===== config.mk =====
export PLATFORM = sky130hd
export DESIGN_NAME = tlb_mgmt_wb
export DESIGN_NICKNAME = d
export VERILOG_FILES = /design/src/tlb_csr_pkg.sv /design/src/tlb_pkg.sv /design/src/tlb_mgmt_wb.sv
export SDC_FILE = /design/constraint.sdc
export NUM_CORES = 1
export LEC_CHECK = 0
export BUFFER_PORTS_ARGS = -buffer_cell sky130_fd_sc_hd__buf_2
export CAP_MARGIN = 20
export CORE_AREA = 2 2 605 607
export DETAILED_ROUTE_END_ITERATION = 6
export DIE_AREA = 0 0 607 609
export SYNTH_ARGS = -nofsm -noshare
export SYNTH_HDL_FRONTEND = slang
export SYNTH_SLANG_ARGS = --single-unit
export TNS_END_PERCENT = 50

===== constraint.sdc =====
create_clock -name clk -period 4.71 [get_ports clk]
set_input_delay 0.471 -clock clk [delete_from_list [all_inputs] [get_ports clk]]
set_output_delay 0.471 -clock clk [all_outputs]
set_load 0.05 [all_outputs]

===== src/tlb_csr_pkg.sv =====
package tlb_csr_pkg;

    // register word offsets
    localparam logic [2:0] REG_HI    = 3'd0;
    localparam logic [2:0] REG_ASID  = 3'd1;
    localparam logic [2:0] REG_LO0   = 3'd2;
    localparam logic [2:0] REG_LO1   = 3'd3;
    localparam logic [2:0] REG_INDEX = 3'd4;
    localparam logic [2:0] REG_CMD   = 3'd5;

    // field positions inside the register words
    localparam int HI_VPPN_LSB    = 13;
    localparam int LO_PPN_LSB     = 8;
    localparam int CMD_INV_OP_LSB = 4;

    // command codes in CMD bits 1:0
    localparam logic [1:0] CMD_WRITE = 2'd1;
    localparam logic [1:0] CMD_READ  = 2'd2;
    localparam logic [1:0] CMD_INV   = 2'd3;

    // invalidate opcodes
    localparam logic [4:0] INV_ALL0        = 5'd0;
    localparam logic [4:0] INV_ALL1        = 5'd1;
    localparam logic [4:0] INV_G1          = 5'd2;
    localparam logic [4:0] INV_G0          = 5'd3;
    localparam logic [4:0] INV_G0_ASID     = 5'd4;
    localparam logic [4:0] INV_G0_ASID_VPN = 5'd5;
    localparam logic [4:0] INV_G1_ASID_VPN = 5'd6;

endpackage


===== src/tlb_pkg.sv =====
package tlb_pkg;

    // one vppn word, read whole for 4 KB pages or split for 4 MB pages
    typedef union packed {
        logic [18:0] full;
        struct packed {
            logic [8:0] hi;
            logic [9:0] lo;
        } huge;
    } vppn_u;

    // one half of a page pair
    typedef struct packed {
        logic [19:0] ppn;
        logic [1:0]  plv;
        logic [1:0]  mat;
        logic        d;
        logic        v;
    } tlb_page_t;

    typedef struct packed {
        logic        e;
        logic        ps4mb;
        logic        g;
        logic [9:0]  asid;
        vppn_u       vppn;
        tlb_page_t   page0;
        tlb_page_t   page1;
    } tlb_entry_t;

    typedef struct packed {
        logic        found;
        logic [7:0]  index;
        logic [5:0]  ps;
        tlb_page_t   page;
    } tlb_result_t;

    localparam logic [5:0] PS_4KB = 6'd12;
    localparam logic [5:0] PS_4MB = 6'd22;

endpackage

===== src/tlb_mgmt_wb.sv =====
`timescale 1ns/10ps

module tlb_mgmt_wb
    import tlb_pkg::*, tlb_csr_pkg::*;
#(
    parameter int  ENTRIES = 16,
    localparam int IDX_W   = (ENTRIES > 1) ? $clog2(ENTRIES) : 1
) (
    input  logic              clk,
    input  logic              resetn,
    input  logic              cyc,
    input  logic              stb,
    input  logic              we,
    input  logic [2:0]        adr,
    input  logic [31:0]       dat_w,
    input  tlb_entry_t        slot_entries [ENTRIES],
    output logic [31:0]       dat_r,
    output logic              ack,
    output logic              wr_valid,
    output logic [IDX_W-1:0]  wr_index,
    output tlb_entry_t        wr_entry,
    output logic              inv_valid,
    output logic [4:0]        inv_op,
    output logic [9:0]        inv_asid,
    output vppn_u             inv_vppn
);

    tlb_entry_t       stg;
    logic [IDX_W-1:0] stg_index;
    logic             rd_pend;
    logic             req;
    logic             cmd_wr;

    // LO word layout: v, d, plv, mat, ppn
    function automatic logic [31:0] lo_word(input tlb_page_t p);
        logic [31:0] w;
        w = '0;
        w[0] = p.v;
        w[1] = p.d;
        w[3:2] = p.plv;
        w[5:4] = p.mat;
        w[LO_PPN_LSB +: 20] = p.ppn;
        return w;
    endfunction

    function automatic tlb_page_t lo_page(input logic [31:0] w);
        tlb_page_t p;
        p.v = w[0];
        p.d = w[1];
        p.plv = w[3:2];
        p.mat = w[5:4];
        p.ppn = w[LO_PPN_LSB +: 20];
        return p;
    endfunction

    // no new request while ack is up
    assign req = cyc && stb && !ack;
    assign cmd_wr = req && we && (adr == REG_CMD);

    always_ff @(posedge clk) begin
        if (resetn) begin
            ack <= 1'b0;
            wr_valid <= 1'b0;
            inv_valid <= 1'b0;
            rd_pend <= 1'b0;
            inv_op <= '0;
            stg <= '0;
            stg_index <= '0;
        end else begin
            ack <= req;
            wr_valid <= cmd_wr && (dat_w[1:0] == CMD_WRITE);
            inv_valid <= cmd_wr && (dat_w[1:0] == CMD_INV);
            rd_pend <= cmd_wr && (dat_w[1:0] == CMD_READ);
            if (cmd_wr) begin
                inv_op <= dat_w[CMD_INV_OP_LSB +: 5];
            end
            if (rd_pend) begin
                // read-back lands in the staging registers
                stg <= slot_entries[stg_index];
            end else if (req && we) begin
                case (adr)
                    REG_HI: begin
                        stg.vppn.full <= dat_w[HI_VPPN_LSB +: 19];
                        stg.e <= dat_w[0];
                        stg.ps4mb <= dat_w[1];
                        stg.g <= dat_w[2];
                    end
                    REG_ASID:  stg.asid <= dat_w[9:0];
                    REG_LO0:   stg.page0 <= lo_page(dat_w);
                    REG_LO1:   stg.page1 <= lo_page(dat_w);
                    REG_INDEX: stg_index <= dat_w[IDX_W-1:0];
                    default: ;
                endcase
            end
        end
    end

    always_comb begin
        dat_r = '0;
        case (adr)
            REG_HI: begin
                dat_r[HI_VPPN_LSB +: 19] = stg.vppn.full;
                dat_r[2:0] = {stg.g, stg.ps4mb, stg.e};
            end
            REG_ASID:  dat_r[9:0] = stg.asid;
            REG_LO0:   dat_r = lo_word(stg.page0);
            REG_LO1:   dat_r = lo_word(stg.page1);
            REG_INDEX: dat_r[IDX_W-1:0] = stg_index;
            default: ;
        endcase
    end

    assign wr_index = stg_index;
    assign wr_entry = stg;
    // invalidate compares against staged HI and ASID
    assign inv_asid = stg.asid;
    assign inv_vppn = stg.vppn;

endmodule


-- After elaboration in Yosys (flattened, before gate mapping)
Cells that the tools add are included.
- output and inout bits: 157
- register bits after elaboration: 97
- word-level logic and storage cells: 66
- bits of input ports: 1384
- reduce and logical (&&, ||, !) cells: 19
- mux-type cells: 15
- order comparisons: 1
- equality and inequality tests: 8
- bitwise logic cells: 2
- operator list (cell ; count):
    $bmux W84 S4 ; 1
    $mux W84 ; 4
    $pmux W19 S3 ; 1
    $mux W26 ; 2
    $mux W19 ; 1
    $pmux W6 S3 ; 1
    $pmux W3 S5 ; 1
    $mux W10 ; 1
    $reduce_bool A2 Y1 ; 5
    $reduce_and A2 Y1 ; 4
    $logic_and A1 B1 Y1 ; 7
    $eq A3 B2 Y1 const B ; 2
    $eq A3 B3 Y1 const B ; 2
    $pmux W3 S2 ; 1
    $ge A5 B5 Y1 const B ; 1
    $not A4 Y5 ; 1
    $eq A2 B2 Y1 const B ; 2
    $pmux W1 S4 ; 1
    $eq A3 B1 Y1 const B ; 1
    $logic_not A3 Y1 ; 1
    $mux W3 ; 1
    $reduce_and A3 Y1 ; 1
    $eq A2 B1 Y1 const B ; 1
    $logic_not A1 Y1 ; 1
    $not A1 Y1 ; 1

-- Logic depth before layout (Yosys ltp)
- word-level depth: 5
- mapped depth: 8
- mapped depth without buffers: 4

-- Worst setup path before layout
No wires, ideal clock.
- path type: flip-flop to output port
- start: register stg_index[1] (netlist: wr_index[1])
- end: output dat_r[1]
- arrival time: 2303 ps
- required time: 4239 ps
- path buffers: 3
- stages on the path, launching flop included: 6
- path slack: 1936 ps
- cells stage by stage: dfxtp_1 > buf_2 > buf_4 > clkbuf_1 > a22oi_1 > o22ai_1
- word-level cells in the longest chain between the ends: 1
- RTL lines (what ; line ; text):
    start, declared ; tlb_mgmt_wb.sv:29 ; logic [IDX_W-1:0] stg_index;
    start signal, assigned ; tlb_mgmt_wb.sv:91 ; REG_INDEX: stg_index <= dat_w[IDX_W-1:0];
    $pmux W3 S5 ; tlb_mgmt_wb.sv:100 ; case (adr)
    end, declared ; tlb_mgmt_wb.sv:17 ; output logic [31:0] dat_r,
No other way between the ends.

-- Worst setup path in the final report
- start: register stg_index[0] (netlist: wr_index[0])
- end: register stg, in the netlist wr_entry[22]
- word-level cells in the longest chain between the ends: 5
- RTL lines (what ; line ; text):
    $not A4 Y5 (implied by the code) ; tlb_mgmt_wb.sv:79 ; stg <= slot_entries[stg_index];
    $bmux W84 S4 ; tlb_mgmt_wb.sv:79 ;
    $mux W84 (implied by the code) (2 in series) ; tlb_mgmt_wb.sv:79 ;
    $mux W84 ; tlb_mgmt_wb.sv:77 ; if (rd_pend) begin
    end signal, assigned ; tlb_mgmt_wb.sv:79 ;
    end, declared ; tlb_mgmt_wb.sv:28 ; tlb_entry_t stg;
No other way between the ends. The select of a mux whose other input is x is not followed.
A chain may end at the register's enable or synchronous reset.

==> impl_metrics.toml <==
[clock_tree]
cts.sink_count = 97
cts-hold-fix-buffers = 0
clock_root_buffer_master = "sky130_fd_sc_hd__clkbuf_16"
clk_path_buf_depth = 2
cts-htree-levels = 3
cts_buffers = 9
clock_edge_transition_at_the_registers_on_the_reported_setup_and_hold_paths_ns = 0.11
cts_tree = "built"
post_cts_buffers = 0
insertion_delay_ns = 0.44
post_cts_resized = 0

[placement]
placedCellCount = 7732
dp.final_hpwl_mm = 293
globalplace.congestion = 1.07
place_area_um2 = 29000
place_worst_setup_slack_ns = 1.05
numPortBuffers = 1540

[timing]
worst-slew-pin-transition_ns = 1.17
timing.final.setup_violations = 0
fin_hold_viols = 0
holdWs_ns = 0.325
period_share = 0.753
setup_ws_ns = 1.16
clock-skew-final_ns = 0.0252
clock.fmax_mhz = 282
timing.slew.headroom = 0.196
report.final.slew_viol_count = 0
finalCriticalPeriod_ns = 3.55
fin_setup_tns_ns = 0
rsz0062_at_grt = "false"

[global_routing]
grt_pass1_vias = 21500
grt-ovfl-total = 0
antenna_violations_before_repair = 432
groute.usage.overall = 0.166
grt_max_degree = 96
first_pass_grt_wire_length_mm = 363

[drt]
wl_per_instance_um = 40.5
num_vias = 24000
detailedRoute.firstPassIterationCount = 6
detail_route.wirelength_mm = 320
antenna_left = 0
drc = 0
drtIter0Drc = 2969
detail_route.vias_per_cell = 3.03

[power]
ir_worst_vdd_mv = 0.156
power.static_leakage_nw = 10.7
power_per_cell_area_nw_per_um2 = 114
report.power.total_mw = 3.37

[setup_path]
critPathMaxStageDelay_ns = 1.02
cp_num_buf_inv = 2
crit_chain = "buf_12 -> buf_4 -> mux2i_1 -> a22oi_1 -> nand3_1 -> o211ai_1"
timing_worst_setup_path_type = "flop to flop"
cp_max_fo = 62
timing.critical_path.required_ns = 5.01
worst_setup_path_end_kind = "flop"
cp_top_family = "buffers and inverters"
timing.critical_path.from_type = "flop"
r2r_slack_ns = 1.16
crit_arrival_ns = 3.85
critical_path.slowest_cell = "sky130_fd_sc_hd__mux2i_1"

[finish]
layout_commonest_cell = "sky130_fd_sc_hd__buf_2"
synthToLayoutAreaGrowth_pct = 93.9
layout.nets = 4311
design_area_um2 = 29700
utilization = 0.0816
final_cell_mix = "sky130_fd_sc_hd__buf_2, sky130_fd_sc_hd__mux2i_1, sky130_fd_sc_hd__a22oi_1"
final_layout_size_suffix_gt1_frac = 0.651
finalNonFillerCells = 7902

[synthesis]
synth_area_um2 = 15300
synth-async-reset-ratio = 0
ys.warnings.count = 0
synth.distinct_cells = 33
synth-edff-count = 0
synth_area_per_cell_um2 = 10.4
synth-main-ff-cell = "sky130_fd_sc_hd__dfxtp_1"
netlist_instances = 1470
synth.net_count = 2854
synth_sequential_area_ratio = 0.127
synth.ff_latch_count = 97

[die]
core_region_area_um2 = 364000
floorplan.rows = 222
initial_core_util = 0.0421
die-width_um = 607
die_height_um = 609
pin_count = 1541
fp.dieArea_um2 = 370000

[job]
max-cap-violations = 0

[hold_path]
type_of_the_most_critical_hold_path = "input port to flop"

[outcome]
status = "completed"
-- sequential cells by signal, summed over array words and instances, names as in the netlist --
name       flops
wr_entry      55
inv_vppn      19
inv_asid      10
inv_op         5
wr_index       4
ack            1
inv_valid      1
rd_pend        1
wr_valid       1
-- synth_stat cells (all sizes together) (9+ instances only) --
library cell / instances / area [um^2]
mux2: 54 / 608
nand3: 85 / 425
a22oi: 245 / 1840
and2: 9 / 56.3
mux4: 168 / 3780
o211ai: 84 / 631
dfxtp: 97 / 1940
nand2: 36 / 135
mux2i: 433 / 4330
buf: 120 / 920
clkbuf: 77 / 293
nor2: 34 / 130
nor2b: 9 / 56.3
-- layer usage --
layer,track usage,part of all wire,up-vias
met1,0.188,0.38,11500
met4,0.0515,0.039,172
met2,0.274,0.46,2361
li1,-,-,9138
met3,0.0782,0.11,797
met5,0.00836,0.0044,-
-- kinds of logic after synthesis --
family                 Yosys count  synth area share
muxes                          655             0.570
AOI/OAI and AO/OA              334             0.163
buffers and inverters          197            0.0792
and+or+nand+nor                187            0.0605
DFF                             97             0.127
-- final timing paths --
kind	from	end	depth (start not counted)
max	wr_index[0]	wr_entry[22]	6
min	dat_w[7]	inv_op[3]	3
max reg2reg	wr_index[0]	wr_entry[22]	6
min reg2reg	inv_op[1]	inv_op[1]	2
-- power by group --
part	switching (mW)	total, mW	leakage [nW]	internal (mW)
Sequential	0.0220	0.847	0.784	0.825
Clock	0.570	0.962	0.147	0.392
Combinational	0.895	1.56	9.73	0.670
-- worst register-to-register path: stages, from the launching register on --
cell and delay, ns:
sky130_fd_sc_hd__dfxtp_4 0.76, sky130_fd_sc_hd__buf_12 0.41, sky130_fd_sc_hd__buf_4 0.73, sky130_fd_sc_hd__mux2i_1 1.06, sky130_fd_sc_hd__a22oi_1 0.24, sky130_fd_sc_hd__nand3_1 0.13, sky130_fd_sc_hd__o211ai_1 0.09
-- final cells by class --
class / count / area, um^2
well taps: 4816 / 6030
multi-input cells: 1176 / 12200
clock buffers: 10 / 239
repair buffers: 1643 / 8770
flip-flops and latches: 97 / 1950
clock inverters: 6 / 60.1
fillers: 42600 / 334000
diodes: 154 / 385
No activity file was read; power rests on OpenSTA's default activity.
