[src/tlb_pkg.sv]
package tlb_pkg;

    // one vppn word, read whole for 4 KB pages or split for 4 MB pages
    typedef union packed {
        logic [18:0] full;
        struct packed {
            logic [8:0] hi;
            logic [9:0] lo;
        } huge;
    } vppn_u;

    // one half of a page pair
    typedef struct packed {
        logic [19:0] ppn;
        logic [1:0]  plv;
        logic [1:0]  mat;
        logic        d;
        logic        v;
    } tlb_page_t;

    typedef struct packed {
        logic        e;
        logic        ps4mb;
        logic        g;
        logic [9:0]  asid;
        vppn_u       vppn;
        tlb_page_t   page0;
        tlb_page_t   page1;
    } tlb_entry_t;

    typedef struct packed {
        logic        found;
        logic [7:0]  index;
        logic [5:0]  ps;
        tlb_page_t   page;
    } tlb_result_t;

    localparam logic [5:0] PS_4KB = 6'd12;
    localparam logic [5:0] PS_4MB = 6'd22;

endpackage
[src/tlb_hit_select.sv]
`timescale 1ns/10ps

module tlb_hit_select
    import tlb_pkg::*;
#(
    parameter int ENTRIES = 16
) (
    input  logic [ENTRIES-1:0] hit0_vec,
    input  logic [ENTRIES-1:0] hit1_vec,
    input  tlb_entry_t         slot_entries [ENTRIES],
    input  vppn_u              s0_vppn,
    input  logic               s0_va_bit12,
    input  vppn_u              s1_vppn,
    input  logic               s1_va_bit12,
    output tlb_result_t        s0_result,
    output tlb_result_t        s1_result
);

    function automatic tlb_result_t lookup(input logic [ENTRIES-1:0] hits,
                                           input vppn_u vppn,
                                           input logic va_bit12);
        tlb_result_t r;
        tlb_entry_t  ent;
        logic        odd;
        int          i;
        r = '0;
        // scan downward so the lowest index is the last one kept
        for (i = ENTRIES - 1; i >= 0; i--) begin
            if (hits[i]) begin
                ent = slot_entries[i];
                // top bit of the low half picks the page of a 4 MB pair
                odd = ent.ps4mb ? vppn.huge.lo[9] : va_bit12;
                r.found = 1'b1;
                r.index = 8'(i);
                r.ps = ent.ps4mb ? PS_4MB : PS_4KB;
                r.page = odd ? ent.page1 : ent.page0;
            end
        end
        return r;
    endfunction

    always_comb begin
        s0_result = lookup(hit0_vec, s0_vppn, s0_va_bit12);
    end

    always_comb begin
        s1_result = lookup(hit1_vec, s1_vppn, s1_va_bit12);
    end

endmodule

[config.mk]
export PLATFORM = sky130hd
export DESIGN_NAME = tlb_hit_select
export DESIGN_NICKNAME = d
export VERILOG_FILES = /design/src/tlb_pkg.sv /design/src/tlb_hit_select.sv
export SDC_FILE = /design/constraint.sdc
export NUM_CORES = 1
export LEC_CHECK = 0
export ABC_CLOCK_PERIOD_IN_PS = 3900
export BUFFER_PORTS_ARGS = -buffer_cell sky130_fd_sc_hd__buf_4
export CAP_MARGIN = 40
export CORE_AREA = 3 3 590 592
export DETAILED_ROUTE_END_ITERATION = 8
export DIE_AREA = 0 0 593 595
export GPL_ROUTABILITY_DRIVEN = 1
export PLACE_DENSITY = 0.31
export SLEW_MARGIN = 10
export SYNTH_ARGS = -nofsm -noshare
export SYNTH_HDL_FRONTEND = slang
export SYNTH_SLANG_ARGS = --single-unit
[constraint.sdc]
create_clock -name vclk -period 3.9
set_clock_uncertainty 0.15 [all_clocks]
set_input_delay 0.78 -clock vclk [all_inputs]
set_output_delay 0.78 -clock vclk [all_outputs]
set_load 0.01 [all_outputs]
### Word-level counts from Yosys, hierarchy flattened

Index checks and enable logic that the tools add are counted.

| operators by class | value |
|---|---|
| magnitude comparators | 0 |
| reduce and logical (&&, ||, !) cells | 0 |
| multipliers | 0 |
| shift-type cells | 0 |
| div/mod/pow operators | 0 |
| multiplexer cells | 112 |
| add/sub/neg operators | 0 |
| bitwise logic cells | 0 |
| eq/ne operators | 0 |

Operator list:

| operator | number |
|---|---|
| 41-bit two-way mux | 32 |
| 26-bit two-way mux | 32 |
| 5-bit two-way mux | 16 |
| 1-bit two-way mux | 32 |

| storage, ports and cells | value |
|---|---|
| latch bits | 0 |
| bits of input ports | 1,416 |
| memories kept | 0 |
| output and inout port bits | 82 |
| RAM bits | 0 |
| register bits after elaboration | 0 |
| logic and storage cells | 112 |
| ROM bits | 0 |

### Longest topological paths before layout

Gate-level depths: netlist of run 1.

| depth | value |
|---|---|
| depth after elaboration | 18 |
| gate-level depth with buffers | 10 |
| gate-level depth less buffers | 6 |

### Least setup slack after synthesis of run 1

OpenSTA, ideal clock, no wires.

| timing path | value |
|---|---|
| path kind | in2out |
| start | in slot_entries[1090] (netlist name) |
| end | out s0_result[10] (netlist name) |
| stages on the path | 6 |
| required time | 2.970 ns |
| slack | 0.309 ns |
| data arrival time | 2.661 ns |
| path buffers | 1 |
| cells stage by stage | buf_2 > mux2i_2 > mux2_2 > a221oi_1 > a211oi_1 > or4_1 |

RTL lines:

| item | RTL line | text |
|---|---|---|
| start: declaration | tlb_hit_select.sv:10 | `input tlb_entry_t slot_entries [ENTRIES],` |
| end: declaration | tlb_hit_select.sv:15 | `output tlb_result_t s0_result,` |

==> results of run 1 <==
==> how the worst max path moves through the flow <==
stage / from / cells after the start / to
final: s1_va_bit12 / 14 / s1_result[25]
after global routing: s0_va_bit12 / 12 / s0_result[20]
after CTS: s1_va_bit12 / 12 / s1_result[17]
after detailed placement: s0_vppn[9] / 13 / s0_result[1]
after global placement: s1_va_bit12 / 12 / s1_result[7]
after floorplan: slot_entries[1090] / 6 / s0_result[10]
==> logic make-up after synthesis <==
group                  count (synthesis)  synth area share (%)
muxes                                809                  51.9
AOI/OAI and AO/OA                    703                  31.1
buffers and inverters                240                  7.59
other                                  1                0.0230
and+or+nand+nor                      352                  9.33
==> area by class of cell <==
cell class | instances | share of cell area [%]
Antenna cell | 67 | 0.380
Timing Repair Buffer | 2149 | 43.7
Tap cell | 4557 | 12.9
Inverter | 23 | 0.204
Multi-Input combinational cell | 1876 | 42.8
==> per-layer routing <==
metal,wire length (um),global-route usage [%],vias to the layer above
met5,303,0,-
met4,14200,6.22,48
met1,128000,20.1,14300
met3,19100,3.64,338
li1,-,-,12500
met2,144000,27.9,1398
==> stage by stage <==
stage                     power (mW)  hold WS, ps  area (um^2)
after detailed placement        6.03         1910        37500
after global placement          6.04         1900        37400
after floorplan                 1.75         1560        16400
final                           7.10         1880        44200
after CTS                       6.92         1880        42300
after global routing            7.37         1910        44100
==> repair_timing <==
item | 4_1_cts | 5_1_grt
setup endpoints to repair | 58 | 55
gates cloned | 1 | 1
pin swaps | 162 | 144
setup buffers | 187 | 97
resized for setup | 753 | 281
==> layout by cell type, fill, tap and decap left out, types with 14 or more instances in the layout <==
cell type,n
nand3_1,16
mux2i_2,46
a32oi_1,15
nor2b_1,15
o21ai_0,47
a221oi_4,19
mux2i_1,502
mux2_4,32
o22a_1,18
o22ai_2,20
nor2_1,40
a22oi_1,15
o21ai_2,22
a221oi_1,19
o221ai_2,23
o221ai_1,32
a221oi_2,25
mux2_2,138
a21oi_4,14
nand2_1,213
o211ai_1,24
o22ai_1,98
buf_6,185
mux2i_4,90
inv_1,16
buf_4,1742
diode_2,67
buf_12,160
buf_8,50
a222oi_1,20
a21oi_1,64
==> power breakdown <==
group / switching [mW] / total (mW) / internal [mW]
Sequential: 0 / 0 / 0
Combinational: 3.76 / 7.10 / 3.34
Clock: 0 / 0.00000179 / 0.00000179
==> results.toml, run 1 <==
[floorplan]
initial_core_util_pct = 4.76
core_um2 = 343000
rows = 215
io_pins = 1498
die-area_um2 = 353000
dieWidth_um = 593
die-height_um = 595

[cts]
cts_hold_buf = 0

[outcome]
violations = "negative setup slack"
outcome = "finished with violations"

[cells_and_area]
seq_cell_count = 0
multi_input_area_um2 = 18900
seq_area_um2 = 0
n_fill_cell = 39400
instances_no_fill = 8672
drive_gt1_share_pct = 67.9
area_growth_pct = 170
nNetsFinal = 5466
clkbuf_count = 0
finish.utilization_pct = 12.9

[global_routing]
grt-ovfl-total = 0
grt_max_degree = 23
grt_pass1_vias = 29800
grt_usage_pct = 16.5
antenna_found_initial = 141
grt_pass1_wl_um = 369000

[logic_synthesis]
synth_warnings = 0
ys_seq_area_share_pct = 0
yosys-top-cells-area = "mux2i_1, mux2_2, nand2_1"
post-synth-top-count-cell = "mux2i_1"
synth_top_area_share_pct = 37.6
syn_inst = 2105
netlist.top_cell.by_area = "mux2i_1"
avgSynthCellArea_um2 = 7.76
mappedNetlistArea_um2 = 16300
synth_commonest_cells = "mux2i_1, nand2_1, mux2_2, o22ai_1, clkbuf_1"
synth.distinct_cells = 73

[critical_path]
cp_top_family = "compound AO/OA/AOI/OAI gates"
crit_path_end_kind = "output pin"
path_buf_inv = 9
cp_common_cell = "buf_12"
crit_fanout = 7
max_stage_delay_ps = 1150
required_ps = 2970
worstSetupPathType = "input pin to output pin"
cp_cell_sequence = "buf_16 -> buf_8 -> buf_12 -> mux2i_4 -> buf_12 -> buf_6 -> buf_8 -> buf_12 -> mux2i_1 -> o22ai_1 -> a222oi_1 -> buf_4 -> o21ai_4 -> buf_6"
crit_path_top_delay_cell = "a222oi_1"
cp-start-kind = "input pin"
arrival_ps = 3800

[timing]
setup_viol = 52
hold_violations = 0
rsz0062_at_grt = "yes"
period_share_pct = 121
slew_viol_final = 0
slew_headroom_pct = 10.3
fmax_ghz = 0.212
worstMarginPinSlew_ps = 1350
setup_slack_ps = -827
fin_tns_setup_ps = -22560
period_needed_ps = 4730

[drt]
wl_per_cell_um = 35.2
dr.pass1.iters = 6
drt_wl_total_um = 305000
drtAntennaViolNets = 0
viasPerCell = 3.30
drt_iter0_drc = 1948
drcViolationCount = 0
vias = 28600

[place]
dp_cells = 8407
place_hpwl_um = 278000
io_buffer_count = 954
pre_cts_slack_ps = -1380
place_congestion = 0.951

[flow_run]
maxCapViolCount = 0

[min_path]
hp-start = "slot_entries[1192]"
holdPathStages = 6
hold_class = "input pin to output pin"
min_to = "s1_result[16]"

[power]
p_leak_nw = 18.4
vdd_drop_max_v = 0.0000554
p_per_area_nw_per_um2 = 161
Power figures use the tool's default switching activity.
==> inputs of run 2 (changes only) <==
Settings changed: ABC_AREA from default to 1, CAP_MARGIN 40 to default, CORE_AREA 3 3 590 592 to 3 3 583 585, DIE_AREA 0 0 593 595 to 0 0 586 588, PLACE_DENSITY 0.31 to 0.32, REMOVE_ABC_BUFFERS from default to 1.
==> results.toml, run 2 <==
[outcome]
outcome = "finished with violations"
violations = "negative setup slack"

[timing]
setup_viol = 51
fin_tns_setup_ps = -15720
worstMarginPinSlew_ps = 670
fmax_ghz = 0.226
setup_slack_ps = -529
period_needed_ps = 4430
slew_viol_final = 0
hold_violations = 0
rsz0062_at_grt = "yes"
period_share_pct = 114
slew_headroom_pct = 55.2

[place]
placed_cell_area_um2 = 35800
place_congestion = 0.980
place_hpwl_um = 274000
io_buffer_count = 954
pre_cts_slack_ps = -1410

[drt]
viasPerCell = 3.51
drtAntennaViolNets = 0
wl_per_cell_um = 31.1
vias = 34300
dr.pass1.iters = 5
drt_iter0_drc = 3092
drt_wl_total_um = 305000
drcViolationCount = 0

[global_routing]
grt_usage_pct = 16.7
grt_pass1_wl_um = 371000
grt-ovfl-total = 0
grt_pass1_vias = 33400
grt_max_degree = 26
antenna_found_initial = 228

[logic_synthesis]
netlist.top_cell.by_area = "o21ai_0"
synth_commonest_cells = "nand2_1, o21ai_0, nor2_1, inv_1, a21oi_1"
synth_compound_area_share_pct = 44.5
synth_top_family_by_area = "compound AO/OA/AOI/OAI gates"
synth_fa_ha_area_share_pct = 0
synthMuxAreaShare_pct = 0
synth_top_area_share_pct = 21.6
synth.distinct_cells = 46
mappedNetlistArea_um2 = 17300
yosys-top-cells-area = "o21ai_0, nand2_1, nor2_1"
avgSynthCellArea_um2 = 4.56
ys_seq_area_share_pct = 0
synth_simple_gate_area_share_pct = 36.3
synth_xor_xnor_area_share_pct = 0
syn_inst = 3798
post-synth-top-count-cell = "nand2_1"
synth_warnings = 0

[critical_path]
cp_common_cell = "nand2_4"
max_stage_delay_ps = 180
arrival_ps = 3500
crit_path_top_delay_cell = "buf_6"
crit_fanout = 7
crit_path_end_kind = "output pin"
required_ps = 2970
cp-start-kind = "input pin"
worstSetupPathType = "input pin to output pin"
cp_cell_sequence = "buf_12 -> buf_8 -> nand2_4 -> nand2_4 -> buf_6 -> clkbuf_16 -> nand2_4 -> nand3_4 -> nand3_4 -> o2111ai_4 -> buf_6 -> o211ai_1 -> nand2_1 -> buf_6 -> o211ai_1 -> nand2_1 -> nand2_2 -> nand2_2 -> nand2_4 -> nand2_2 -> nand2_2 -> nand2_4 -> nand2_4 -> buf_8"

[cells_and_area]
seq_cell_count = 0
area_growth_pct = 139
seq_area_um2 = 0
mostFrequentLayoutCells = "buf_4, o21ai_0, nand2_1"
drive_gt1_share_pct = 46.8
nNetsFinal = 6725
clkbuf_count = 0
mostFrequentLayoutCell = "buf_4"
final_cell_area_um2 = 41400
n_fill_cell = 39600

[floorplan]
die-height_um = 588
core_um2 = 336000
dieWidth_um = 586
die-area_um2 = 345000
io_pins = 1498
initial_core_util_pct = 5.16
rows = 213

[power]
p_per_area_nw_per_um2 = 152
p_leak_nw = 18.7
vdd_drop_max_v = 0.0000475

[min_path]
hold_class = "input pin to output pin"

[flow_run]
maxCapViolCount = 0

[cts]
cts_hold_buf = 0
## run 2: cell types whose count changed after synthesis, sizes merged, moves of 62 or more
cell    change
inv       +488
o21ai     +733
o211ai     +86
mux2      -171
a21oi     +188
nand2     +720
a221oi     -62
nand3     +116
mux2i     -638
nor2      +468
## run 2: repair_timing
action,4_1_cts,5_1_grt
pin swaps,226,285
setup endpoints to repair,62,58
resized for setup,863,453
buffers inserted,57,57
cloned,6,7
## run 2: routing by layer
metal,routed length (um),vias up,track usage [%]
li1,-,15700,-
met1,125000,16200,20.5
met2,133000,1808,26.3
met3,30900,477,5.89
met4,14700,146,6.62
met5,957,-,0
## run 2: critical path: cells and delay by family
kind,cells,cell delay (ps)
compound gates,3,460
simple gates,14,1180
buf+inv,7,1040
## run 2: cell type report
| class | count | area (um^2) | area share [%] |
|---|---|---|---|
| Multi-Input combinational cell | 3022 | 17500 | 42.4 |
| Inverter | 515 | 2060 | 4.98 |
| Tap cell | 4407 | 5510 | 13.3 |
| Antenna cell | 78 | 195 | 0.471 |
| Timing Repair Buffer | 1770 | 16100 | 38.9 |
## run 2: worst paths after layout
check | start | end | slack, ps | depth (start not counted)
setup / recovery | s0_va_bit12 | s0_result[10] | -530 | 24
hold / removal | slot_entries[1293] | s1_result[7] | 1770 | 4
## run 2: logic make-up (layout without fill, tap and decap cells)
group / after synthesis / in the layout
buffers and inverters: 787 / 2285
other: 1 / 90
and+or+nand+nor: 1603 / 1603
AOI/OAI and AO/OA: 1407 / 1407
## run 2: power breakdown
group / total, mW / internal [mW] / switching (mW) / leakage, nW
registers: 0 / 0 / 0 / 0
logic: 6.29 / 2.64 / 3.65 / 18.7
clock network: 0.00000246 / 0.00000245 / 0 / 0.000489
total: 6.29 / 2.64 / 3.65 / 18.7
## run 2: stage by stage
step | utilization, % | total power, mW | hold slack [ps] | std cells
floorplan | - | 1.53 | 1450 | 3537
global route | 12.3 | 6.63 | 1800 | 9752
CTS | 11.7 | 5.97 | 1770 | 9671
detailed placement | 10.7 | 5.34 | 1770 | 9624
finish | 12.3 | 6.29 | 1770 | 9792
global placement | 10.7 | 5.37 | 1770 | 9624
