`config.mk`:
```
export PLATFORM = sky130hd
export DESIGN_NAME = tlb_slot
export DESIGN_NICKNAME = d
export VERILOG_FILES = /design/src/tlb_csr_pkg.sv /design/src/tlb_pkg.sv /design/src/tlb_slot.sv
export SDC_FILE = /design/constraint.sdc
export NUM_CORES = 1
export LEC_CHECK = 0
export BUFFER_PORTS_ARGS = -buffer_cell sky130_fd_sc_hd__buf_2
export CORE_ASPECT_RATIO = 0.7
export CORE_MARGIN = 5
export CORE_UTILIZATION = 49
export CTS_BUF_LIST = sky130_fd_sc_hd__clkbuf_16
export DETAILED_ROUTE_END_ITERATION = 12
export PLACE_DENSITY = 0.91
export SYNTH_ARGS = -nofsm -noshare
export SYNTH_HDL_FRONTEND = slang
export SYNTH_SLANG_ARGS = --single-unit
```
`constraint.sdc`:
```
create_clock -name clk -period 1.95 [get_ports clk]
set_input_delay 0.0975 -clock clk [delete_from_list [all_inputs] [get_ports clk]]
set_output_delay 0.0975 -clock clk [all_outputs]
set_load 0.1 [all_outputs]
```
`src/tlb_csr_pkg.sv`:
```
package tlb_csr_pkg;

    // register word offsets
    localparam logic [2:0] REG_HI    = 3'd0;
    localparam logic [2:0] REG_ASID  = 3'd1;
    localparam logic [2:0] REG_LO0   = 3'd2;
    localparam logic [2:0] REG_LO1   = 3'd3;
    localparam logic [2:0] REG_INDEX = 3'd4;
    localparam logic [2:0] REG_CMD   = 3'd5;

    // field positions inside the register words
    localparam int HI_VPPN_LSB    = 13;
    localparam int LO_PPN_LSB     = 8;
    localparam int CMD_INV_OP_LSB = 4;

    // command codes in CMD bits 1:0
    localparam logic [1:0] CMD_WRITE = 2'd1;
    localparam logic [1:0] CMD_READ  = 2'd2;
    localparam logic [1:0] CMD_INV   = 2'd3;

    // invalidate opcodes
    localparam logic [4:0] INV_ALL0        = 5'd0;
    localparam logic [4:0] INV_ALL1        = 5'd1;
    localparam logic [4:0] INV_G1          = 5'd2;
    localparam logic [4:0] INV_G0          = 5'd3;
    localparam logic [4:0] INV_G0_ASID     = 5'd4;
    localparam logic [4:0] INV_G0_ASID_VPN = 5'd5;
    localparam logic [4:0] INV_G1_ASID_VPN = 5'd6;

endpackage

```
`src/tlb_pkg.sv`:
```
package tlb_pkg;

    // one vppn word, read whole for 4 KB pages or split for 4 MB pages
    typedef union packed {
        logic [18:0] full;
        struct packed {
            logic [8:0] hi;
            logic [9:0] lo;
        } huge;
    } vppn_u;

    // one half of a page pair
    typedef struct packed {
        logic [19:0] ppn;
        logic [1:0]  plv;
        logic [1:0]  mat;
        logic        d;
        logic        v;
    } tlb_page_t;

    typedef struct packed {
        logic        e;
        logic        ps4mb;
        logic        g;
        logic [9:0]  asid;
        vppn_u       vppn;
        tlb_page_t   page0;
        tlb_page_t   page1;
    } tlb_entry_t;

    typedef struct packed {
        logic        found;
        logic [7:0]  index;
        logic [5:0]  ps;
        tlb_page_t   page;
    } tlb_result_t;

    localparam logic [5:0] PS_4KB = 6'd12;
    localparam logic [5:0] PS_4MB = 6'd22;

endpackage
```
`src/tlb_slot.sv`:
```
`timescale 1ns/10ps

module tlb_slot
    import tlb_pkg::*, tlb_csr_pkg::*;
#(
    parameter int  ENTRIES = 16,
    parameter int  SLOT_ID = 0,
    localparam int IDX_W   = (ENTRIES > 1) ? $clog2(ENTRIES) : 1
) (
    input  logic              clk,
    input  logic              resetn,
    input  logic              wr_valid,
    input  logic [IDX_W-1:0]  wr_index,
    input  tlb_entry_t        wr_entry,
    input  logic              inv_valid,
    input  logic [4:0]        inv_op,
    input  logic [9:0]        inv_asid,
    input  vppn_u             inv_vppn,
    input  vppn_u             s0_vppn,
    input  logic [9:0]        s0_asid,
    input  vppn_u             s1_vppn,
    input  logic [9:0]        s1_asid,
    output tlb_entry_t        entry,
    output logic              hit0,
    output logic              hit1
);

    tlb_entry_t ent;
    logic       inv_asid_eq;
    logic       inv_vppn_eq;
    logic       inv_rule;
    logic       inv_hit;

    // 4 MB pages compare only the upper 9 bits
    function automatic logic vppn_match(input vppn_u stored, input logic ps4mb,
                                        input vppn_u va);
        if (ps4mb) begin
            return stored.huge.hi == va.huge.hi;
        end
        return stored.full == va.full;
    endfunction

    assign hit0 = ent.e && vppn_match(ent.vppn, ent.ps4mb, s0_vppn) &&
                  (ent.g || (ent.asid == s0_asid));
    assign hit1 = ent.e && vppn_match(ent.vppn, ent.ps4mb, s1_vppn) &&
                  (ent.g || (ent.asid == s1_asid));

    assign inv_asid_eq = ent.asid == inv_asid;
    assign inv_vppn_eq = vppn_match(ent.vppn, ent.ps4mb, inv_vppn);

    always_comb begin
        case (inv_op)
            INV_ALL0, INV_ALL1: inv_rule = 1'b1;
            INV_G1:             inv_rule = ent.g;
            INV_G0:             inv_rule = !ent.g;
            INV_G0_ASID:        inv_rule = !ent.g && inv_asid_eq;
            INV_G0_ASID_VPN:    inv_rule = !ent.g && inv_asid_eq && inv_vppn_eq;
            INV_G1_ASID_VPN:    inv_rule = ent.g && inv_asid_eq && inv_vppn_eq;
            default:            inv_rule = 1'b0;
        endcase
    end

    // only enabled entries are cleared
    assign inv_hit = inv_valid && ent.e && inv_rule;

    always_ff @(posedge clk) begin
        if (resetn) begin
            ent <= '0;
        end else if (inv_hit) begin
            ent <= '0;
        end else if (wr_valid && (wr_index == IDX_W'(SLOT_ID))) begin
            ent <= wr_entry;
        end
    end

    assign entry = ent;

endmodule

```
Word-level counts from Yosys, hierarchy flattened
Index checks and enable logic that the tools add are counted.

cells by class
  equality and inequality tests = 15
  reduce and logical (&&, ||, !) cells = 18
  mux-type cells = 8

operator list
  kind                number
  $eq 19x19->1        3
  $eq 10x10->1        3
  $eq 9x9->1          3
  $eq 5x3->1 const B  3
  $logic_and 1x1->1   11
  $eq 5x2->1 const B  2
  $mux 1              7
  $pmux 1 s6          1
  $eq 5x1->1 const B  1
  $logic_not 5->1     1
  $logic_not 4->1     1
  $reduce_or 2->1     2
  $logic_or 1x1->1    2
  $logic_not 1->1     1

word-level totals
  logic and storage cells = 56
  output and inout bits = 86
  register bits after elaboration = 84

Logic depth before layout (Yosys ltp)
Gate-level depths: netlist of the first run.

  word-level depth = 7
  gate-level depth with buffers = 8
  depth with buffers taken out = 5

Worst setup path after synthesis of the first run
No wires, ideal clock.

  path kind = reg-to-output
  start = register ent (netlist bit entry[53])
  end = output hit1
  path slack = -1.854 ns
  cell stages (with the launch flop) = 5
  data arrival time = 3.706 ns
  required time = 1.852 ns
  path through = dfxtp_1 xor2_1 nor4_1 a41oi_1 nor3_1

between the ends
  cells in the longest elaborated chain, start to end = 4

RTL lines
  element                         line            RTL
  from (decl)                     tlb_slot.sv:28  tlb_entry_t ent;
  from (signal assigned)          tlb_slot.sv:72  ent <= wr_entry;
  $eq 19x19->1                    tlb_slot.sv:40  return stored.full == va.full;
  $mux 1                          tlb_slot.sv:40
  $logic_and 1x1->1 (2 in a row)  tlb_slot.sv:45  assign hit1 = ent.e && vppn_match(ent.vppn, ent.ps4mb, s1_vppn) &&
  to (decl)                       tlb_slot.sv:25  output logic hit1

No other way between the ends.

Worst setup path after layout of the first run
  start = register ent (netlist bit entry[71])
  end = register ent (netlist bit entry[70])

between the ends
  cells in the longest elaborated chain, start to end = 6

RTL lines
  element                                      line                                            RTL
  $eq 10x10->1 *                               tlb_slot.sv:48                                  assign inv_asid_eq = ent.asid == inv_asid;
  $logic_and 1x1->1, on equally long branches  tlb_slot.sv:58, tlb_slot.sv:56, tlb_slot.sv:57
  $logic_and 1x1->1, on equally long branches  tlb_slot.sv:58, tlb_slot.sv:57
  $pmux 1 s6 *                                 tlb_slot.sv:52                                  case (inv_op)
  $logic_and 1x1->1 *                          tlb_slot.sv:64                                  assign inv_hit = inv_valid && ent.e && inv_rule;
  $reduce_or 2->1 (no line) *                  -

Every way passes the cells marked *; elsewhere a longest branch is shown, timed or not.
A chain may end at the register's enable or synchronous reset.

==> impl_metrics.yaml, run 1 <==
job:
  maxCapViolations: 0
hold_path:
  min_to: "entry[46]$_SDFFE_PP0P_"
  min_path_cells: 4
  worstHoldStart: "wr_entry[46]"
  min_path_type: "in -> reg"
synthesis:
  yosys_warnings: 0
  avgSynthCellArea_um2: 8.749
  ys_seq_area_share_pct: 27.42
  synthDistinctLibCells: 31
  async_reset_ff_share_pct: 0
  synth_nets: 885
  synth_area_um2: 6133
  ys_ff_latch: 84
  ys_top_cells_by_area: "dfxtp_1 (27%), mux2_2 (12%), xor2_1 (11%)"
  syn_inst: 701
  synth_top_area_share_pct: 27.42
  synth-edff-count: 0
  yosysTopAreaCell: "dfxtp_1"
  synth_flop_cell: "dfxtp_1"
timing:
  slew_violations: 0
  period_share_pct: 102.9
  setup_ws_ns: -0.05693
  setup_viol: 15
  tns_ns: -0.2557
  fin_crit_ns: 2.007
  slew_headroom_pct: 57.71
  fin_skew_ns: 0.01143
  hold_violations: 0
  fmax_ghz: 0.4983
  rsz0062_at_grt: "yes"
  tightest_slew_ns: 0.6329
floorplan:
  io_pins: 270
  die_w_um: 143.7
  dieArea_um2: 14890
  rows: 34
  fp.dieH_um: 103.6
  start_util_pct: 49.72
  core_area_um2: 12340
run_status:
  status: "finished, violations left"
  failed_checks: "setup timing"
worst_setup_path:
  cp_slowest_stage_delay_ns: 0.38
  start_kind: "register"
  worstRegToRegCells: 7
  reg2reg_from: "entry[71]$_SDFFE_PP0P_"
  crit_required_ns: 2.14
  r2r-end: "entry[70]$_SDFFE_PP0P_"
  reg2reg_slack_ns: -0.06
  crit_chain: "buf_4, xor2_1, nor4_1, nand4_1, buf_12, nand3_1, o211ai_1"
  worstSetupPathType: "reg -> reg"
  crit_arrival_ns: 2.20
  crit_slowest_cell: "nor4_1"
  crit_fanout: 84
  end_kind: "register"
clock_network:
  clock_latency_ns: 0.33
  htree_levels: 3
  clockRootBuffer: "clkbuf_16"
  cts_tree: "yes"
  cts_buffers: 9
  cts_hold_buf: 0
  cts_num_sinks: 84
  clock_path_buffers: 2
  path_clk_slew_ns: 0.06
placement:
  dpl_worst_slack_ns: 0.1134
  hpwl_mm: 14.18
  portBuffers: 269
  gp_congestion: 0.8814
global_route:
  grt_overflow: 0
  grt_pass1_vias: 6218
  grt_pass1_wl_mm: 30.59
  track_usage_pct: 24.64
  grt_max_degree: 85
  antenna_found_initial: 0
layout:
  nets: 1126
  syn_to_final_growth_pct: 35.29
  mostFrequentLayoutCells: "buf_2 (267), nand3_1 (108), nand2_1 (85)"
  drive_gt1_share_pct: 51.16
  largest_reg_flops: 84
  antenna_cells: 0
  layout_commonest_cell: "buf_2"
routing:
  dr.pass1.iters: 5
  dr.first_iter.drc_count: 375
  drt_wl_total_mm: 19.82
  wl_per_cell_um: 17.89
  drc: 0
  ant_nets: 0
  vias: 6414
  vias_per_cell: 5.789
[per-layer routing]
layer  global-route usage [%]  wire [um]
met1                    31.08       7978
met2                    41.73       9704
met3                    6.034       1729
met4                    6.788        409
met5                        0          0
[critical path: cells and delay by family (launching register included)]
kind | cells | cell delay, ns
and+or+nand+nor | 3 | 0.77
xor gates and xnor gates | 1 | 0.15
buffers and inverters | 2 | 0.38
AOI/OAI and AO/OA | 1 | 0.11
DFF | 1 | 0.36
[layout make-up]
type	instances	area [um^2]
multi-input combinational	553	4237
fill	962	4039
sequential	84	1797
timing repair buffer	294	1763
clock buffer	11	275.3
tap	162	202.7
clock inverter	4	23.77
[synthesized netlist by cell type, drive strengths merged (3+ instances only)]
master and n:
nor4 18, xor2 75, buf 35, nor2 3, a41oi 4, mux2 84
dfxtp 84, nand3 168, clkbuf 29, o211ai 84, nand4 4, xnor2 13
nand2 85
[worst max path at each step]
stage / from / to
2_1_floorplan: entry[75]$_SDFFE_PP0P_ / hit1
3_3_place_gp: entry[78]$_SDFFE_PP0P_ / hit0
3_5_place_dp: entry[81]$_SDFFE_PP0P_ / entry[40]$_SDFFE_PP0P_
4_1_cts: entry[71]$_SDFFE_PP0P_ / hit1
5_1_grt: entry[78]$_SDFFE_PP0P_ / hit0
6_report: entry[71]$_SDFFE_PP0P_ / entry[70]$_SDFFE_PP0P_
[through the flow]
step                cells  utilization, %  instance area [um^2]  hold slack (ns)
global placement     1085           63.54                  7839           0.4940
detailed placement   1085           63.54                  7839           0.5186
finish               1108           67.26                  8298           0.1864
CTS                  1103           66.63                  8220           0.1747
floorplan             701               -                  6276           0.4023
global route         1108           67.26                  8298           0.1987
[what timing repair did]
item / in CTS / in global routing
pin swaps: 11 / 9
gates resized for setup: 9 / 6
endpoints found under the hold margin: 0 / 0
endpoints found under the setup margin: 2 / 86
cloned: 0 / 2
setup buffers: 3 / 3
[kinds of logic after synthesis]
logic type	synth area share, %
buffers and inverters	5.508
and+or+nand+nor	27.21
AOI/OAI and AO/OA	11.87
xor gates and xnor gates	12.57
DFF	27.42
muxes	15.42
Power of run 1 is not shown: default switching activity piles up to over one toggle a cycle in this logic, so the estimate is an artifact.
==> run 2: changes to the inputs <==
--- a/config.mk
+++ b/config.mk
@@ -5,13 +5,14 @@
 export SDC_FILE = /design/constraint.sdc
 export NUM_CORES = 1
 export LEC_CHECK = 0
+export ABC_AREA = 1
 export BUFFER_PORTS_ARGS = -buffer_cell sky130_fd_sc_hd__buf_2
 export CORE_ASPECT_RATIO = 0.7
 export CORE_MARGIN = 5
-export CORE_UTILIZATION = 49
+export CORE_UTILIZATION = 43
 export CTS_BUF_LIST = sky130_fd_sc_hd__clkbuf_16
 export DETAILED_ROUTE_END_ITERATION = 12
-export PLACE_DENSITY = 0.91
+export PLACE_DENSITY = 0.9
 export SYNTH_ARGS = -nofsm -noshare
 export SYNTH_HDL_FRONTEND = slang
 export SYNTH_SLANG_ARGS = --single-unit
==> run 2 against run 1 <==
  * The flow now finishes without violations
  * Critical path type is now reg -> out
  * Via count decreased by 26%
  * Global-route usage down 2.5 points
  * Non-clock buffer count decreased by 9
  * Clock skew is 0.0044 ns lower
  * Final area fell by 22%
  * Synthesized cell count down 20%
  * Sequential cell count unchanged
  * Sequential share of layout area is 5.6 points higher
  * Critical endpoint is now hit1
==> impl_metrics.yaml, run 2 <==
worst_setup_path:
  path_buf_inv: 2
  cp_common_cell: "nand4_1"
  crit_slowest_cell: "dfxtp_4"
  crit_fanout: 7
  crit_chain: "clkinvlp_4, nand2_1, nand4_1, nor4_1, nand4_1, a21oi_4, buf_12"
  cpLargestDelayFamily: "simple AND/OR/NAND/NOR gates"
  reg2reg_slack_ns: 0.14
  end_kind: "output pin"
  crit_arrival_ns: 1.84
  worstSetupPathType: "reg -> out"
  cp_slowest_stage_delay_ns: 0.36
  crit_required_ns: 1.85
  start_kind: "register"
layout:
  regArea_um2: 1758
  mostFrequentLayoutCells: "buf_2 (267), nor2_1 (118), nand2_1 (81)"
  antenna_cells: 0
  drive_gt1_share_pct: 43.50
  nets: 1018
  final_cells: 967
  layout_commonest_cell: "buf_2"
  largest_reg_flops: 84
  multi_input_area_um2: 2375
  n_fill_cell: 830
  syn_to_final_growth_pct: 51.38
  post-route-util_pct: 66.54
global_route:
  grt_overflow: 0
  grt_max_degree: 114
  antenna_found_initial: 0
  grt_pass1_wl_mm: 21.12
  grt_pass1_vias: 4384
  track_usage_pct: 22.15
timing:
  tns_ns: 0
  setup_ws_ns: 0.01719
  hold_violations: 0
  fin_crit_ns: 1.933
  slew_violations: 0
  setup_viol: 0
  fin_skew_ns: 0.007059
  fmax_ghz: 0.5174
  rsz0062_at_grt: "yes"
  tightest_slew_ns: 0.6035
  slew_headroom_pct: 59.76
  period_share_pct: 99.12
synthesis:
  synthDistinctLibCells: 25
  ys_top_cells_by_area: "dfxtp_1 (40%), mux2i_1 (13%), nor2_1 (11%)"
  yosys_warnings: 0
  synth_area_um2: 4257
  synth_nets: 742
  async_reset_ff_share_pct: 0
  avgSynthCellArea_um2: 7.628
  yosysTopAreaCell: "dfxtp_1"
  synth_common_cells: "nor2_1 (121), nand2_1 (88), dfxtp_1 (84)"
  synth-edff-count: 0
  synth_flop_cell: "dfxtp_1"
  ys_seq_area_share_pct: 39.51
  synth_top_area_share_pct: 39.51
  synth_most_common_cell: "nor2_1"
  syn_inst: 558
  ys_ff_latch: 84
floorplan:
  rows: 30
  fp.dieH_um: 93.24
  core_area_um2: 9684
  dieArea_um2: 12020
  start_util_pct: 43.95
  die_w_um: 128.9
  io_pins: 270
routing:
  dr.first_iter.drc_count: 196
  drt_wl_total_mm: 15.17
  met2_length_mm: 7.306
  ant_nets: 0
  met1_length_mm: 5.971
  top_layer: "met4"
  wl_per_cell_um: 15.69
  vias: 4775
  dr.pass1.iters: 4
  drc: 0
  dr_wl_met3_mm: 1.713
  vias_per_cell: 4.938
clock_network:
  clock_path_buffers: 2
  htree_levels: 3
  clockRootBuffer: "clkbuf_16"
  clock_latency_ns: 0.33
  cts_tree: "yes"
  path_clk_slew_ns: 0.06
  cts_buffers: 9
  cts_num_sinks: 84
placement:
  dpl_worst_slack_ns: 0.1052
  portBuffers: 269
  dpl.cell_count: 939
  gp_congestion: 0.9298
  hpwl_mm: 11.27
run_status:
  status: "finished, final reports clean"
pwr:
  vdd.ir_drop.worst_uv: 532.8
  power_density_nw_per_um2: 656.4
  p_leak_nw: 3.716
hold_path:
  min_path_type: "in -> reg"
job:
  maxCapViolations: 0
==> run 2: area by class of cell <==
cell class | count | area share, %
repair buffers | 285 | 25.40
clock buffers | 11 | 4.272
well taps | 128 | 2.485
flip-flops and latches | 84 | 27.28
inverters | 52 | 3.243
clock inverters | 5 | 0.4660
multi-input cells | 402 | 36.85
==> run 2: where the power goes <==
part | total (mW) | switching (mW) | internal [mW]
sequential | 1.76 | 0.0258 | 1.73
combinational | 0.765 | 0.465 | 0.300
clock | 1.71 | 0.693 | 1.02
==> run 2: routing by layer <==
metal | vias to the layer above | global-route usage [%]
met5 | - | 0
met4 | 0 | 5.420
met3 | 18 | 9.589
met2 | 209 | 38.06
met1 | 2178 | 25.37
li1 | 2370 | -
==> run 2: cells by family (layout without fill, tap and decap cells) <==
kind of cell              Yosys count  count (layout)  synth area share, %
and+or+nand+nor                   246             247                23.63
DFF                                84              84                39.51
buffers and inverters              73             353                7.819
AOI/OAI and AO/OA                  63              63                8.495
muxes                              55              55                12.93
xor gates and xnor gates           37              37                7.613
==> run 2: what timing repair did <==
action / CTS / global route
resized for setup: 16 / 26
pin swaps: 6 / 14
hold buffers: 4 / 0
endpoints found under the hold margin: 4 / 0
setup endpoints to repair: 2 / 86
cloned: 0 / 7
buffers inserted: 0 / 1
==> run 2: worst paths after layout <==
| kind | from | to | cells past startpoint |
|---|---|---|---|
| worst min register to register | entry[2]$_SDFFE_PP0P_ | entry[2]$_SDFFE_PP0P_ | 2 |
| worst max register to register | entry[60]$_SDFFE_PP0P_ | entry[80]$_SDFFE_PP0P_ | 14 |
| worst min-delay path | wr_entry[16] | entry[16]$_SDFFE_PP0P_ | 3 |
| worst max-delay path | entry[71]$_SDFFE_PP0P_ | hit1 | 7 |
==> run 2: worst register-to-register path, stage by stage (launching register included) <==
cell	delay, ns
dfxtp_4	0.35
buf_4	0.14
nand2_1	0.05
nand2_1	0.06
nor2_1	0.09
nand3_1	0.10
o21bai_1	0.18
nand2_1	0.08
nand2_1	0.06
nand2_1	0.06
nand2_2	0.08
nand2_4	0.09
nand2_8	0.13
clkbuf_16	0.17
nor2_1	0.05
==> run 2: stage by stage <==
stage	instance area [um^2]	hold slack, ns	power, mW
finish	6444	0.01706	4.229
global route	6444	0.003584	4.402
CTS	6212	0.0009399	4.208
detailed placement	5833	0.3502	2.487
global placement	5833	0.3399	2.475
floorplan	4349	0.2567	2.213
(Power assumes the default switching activity.)
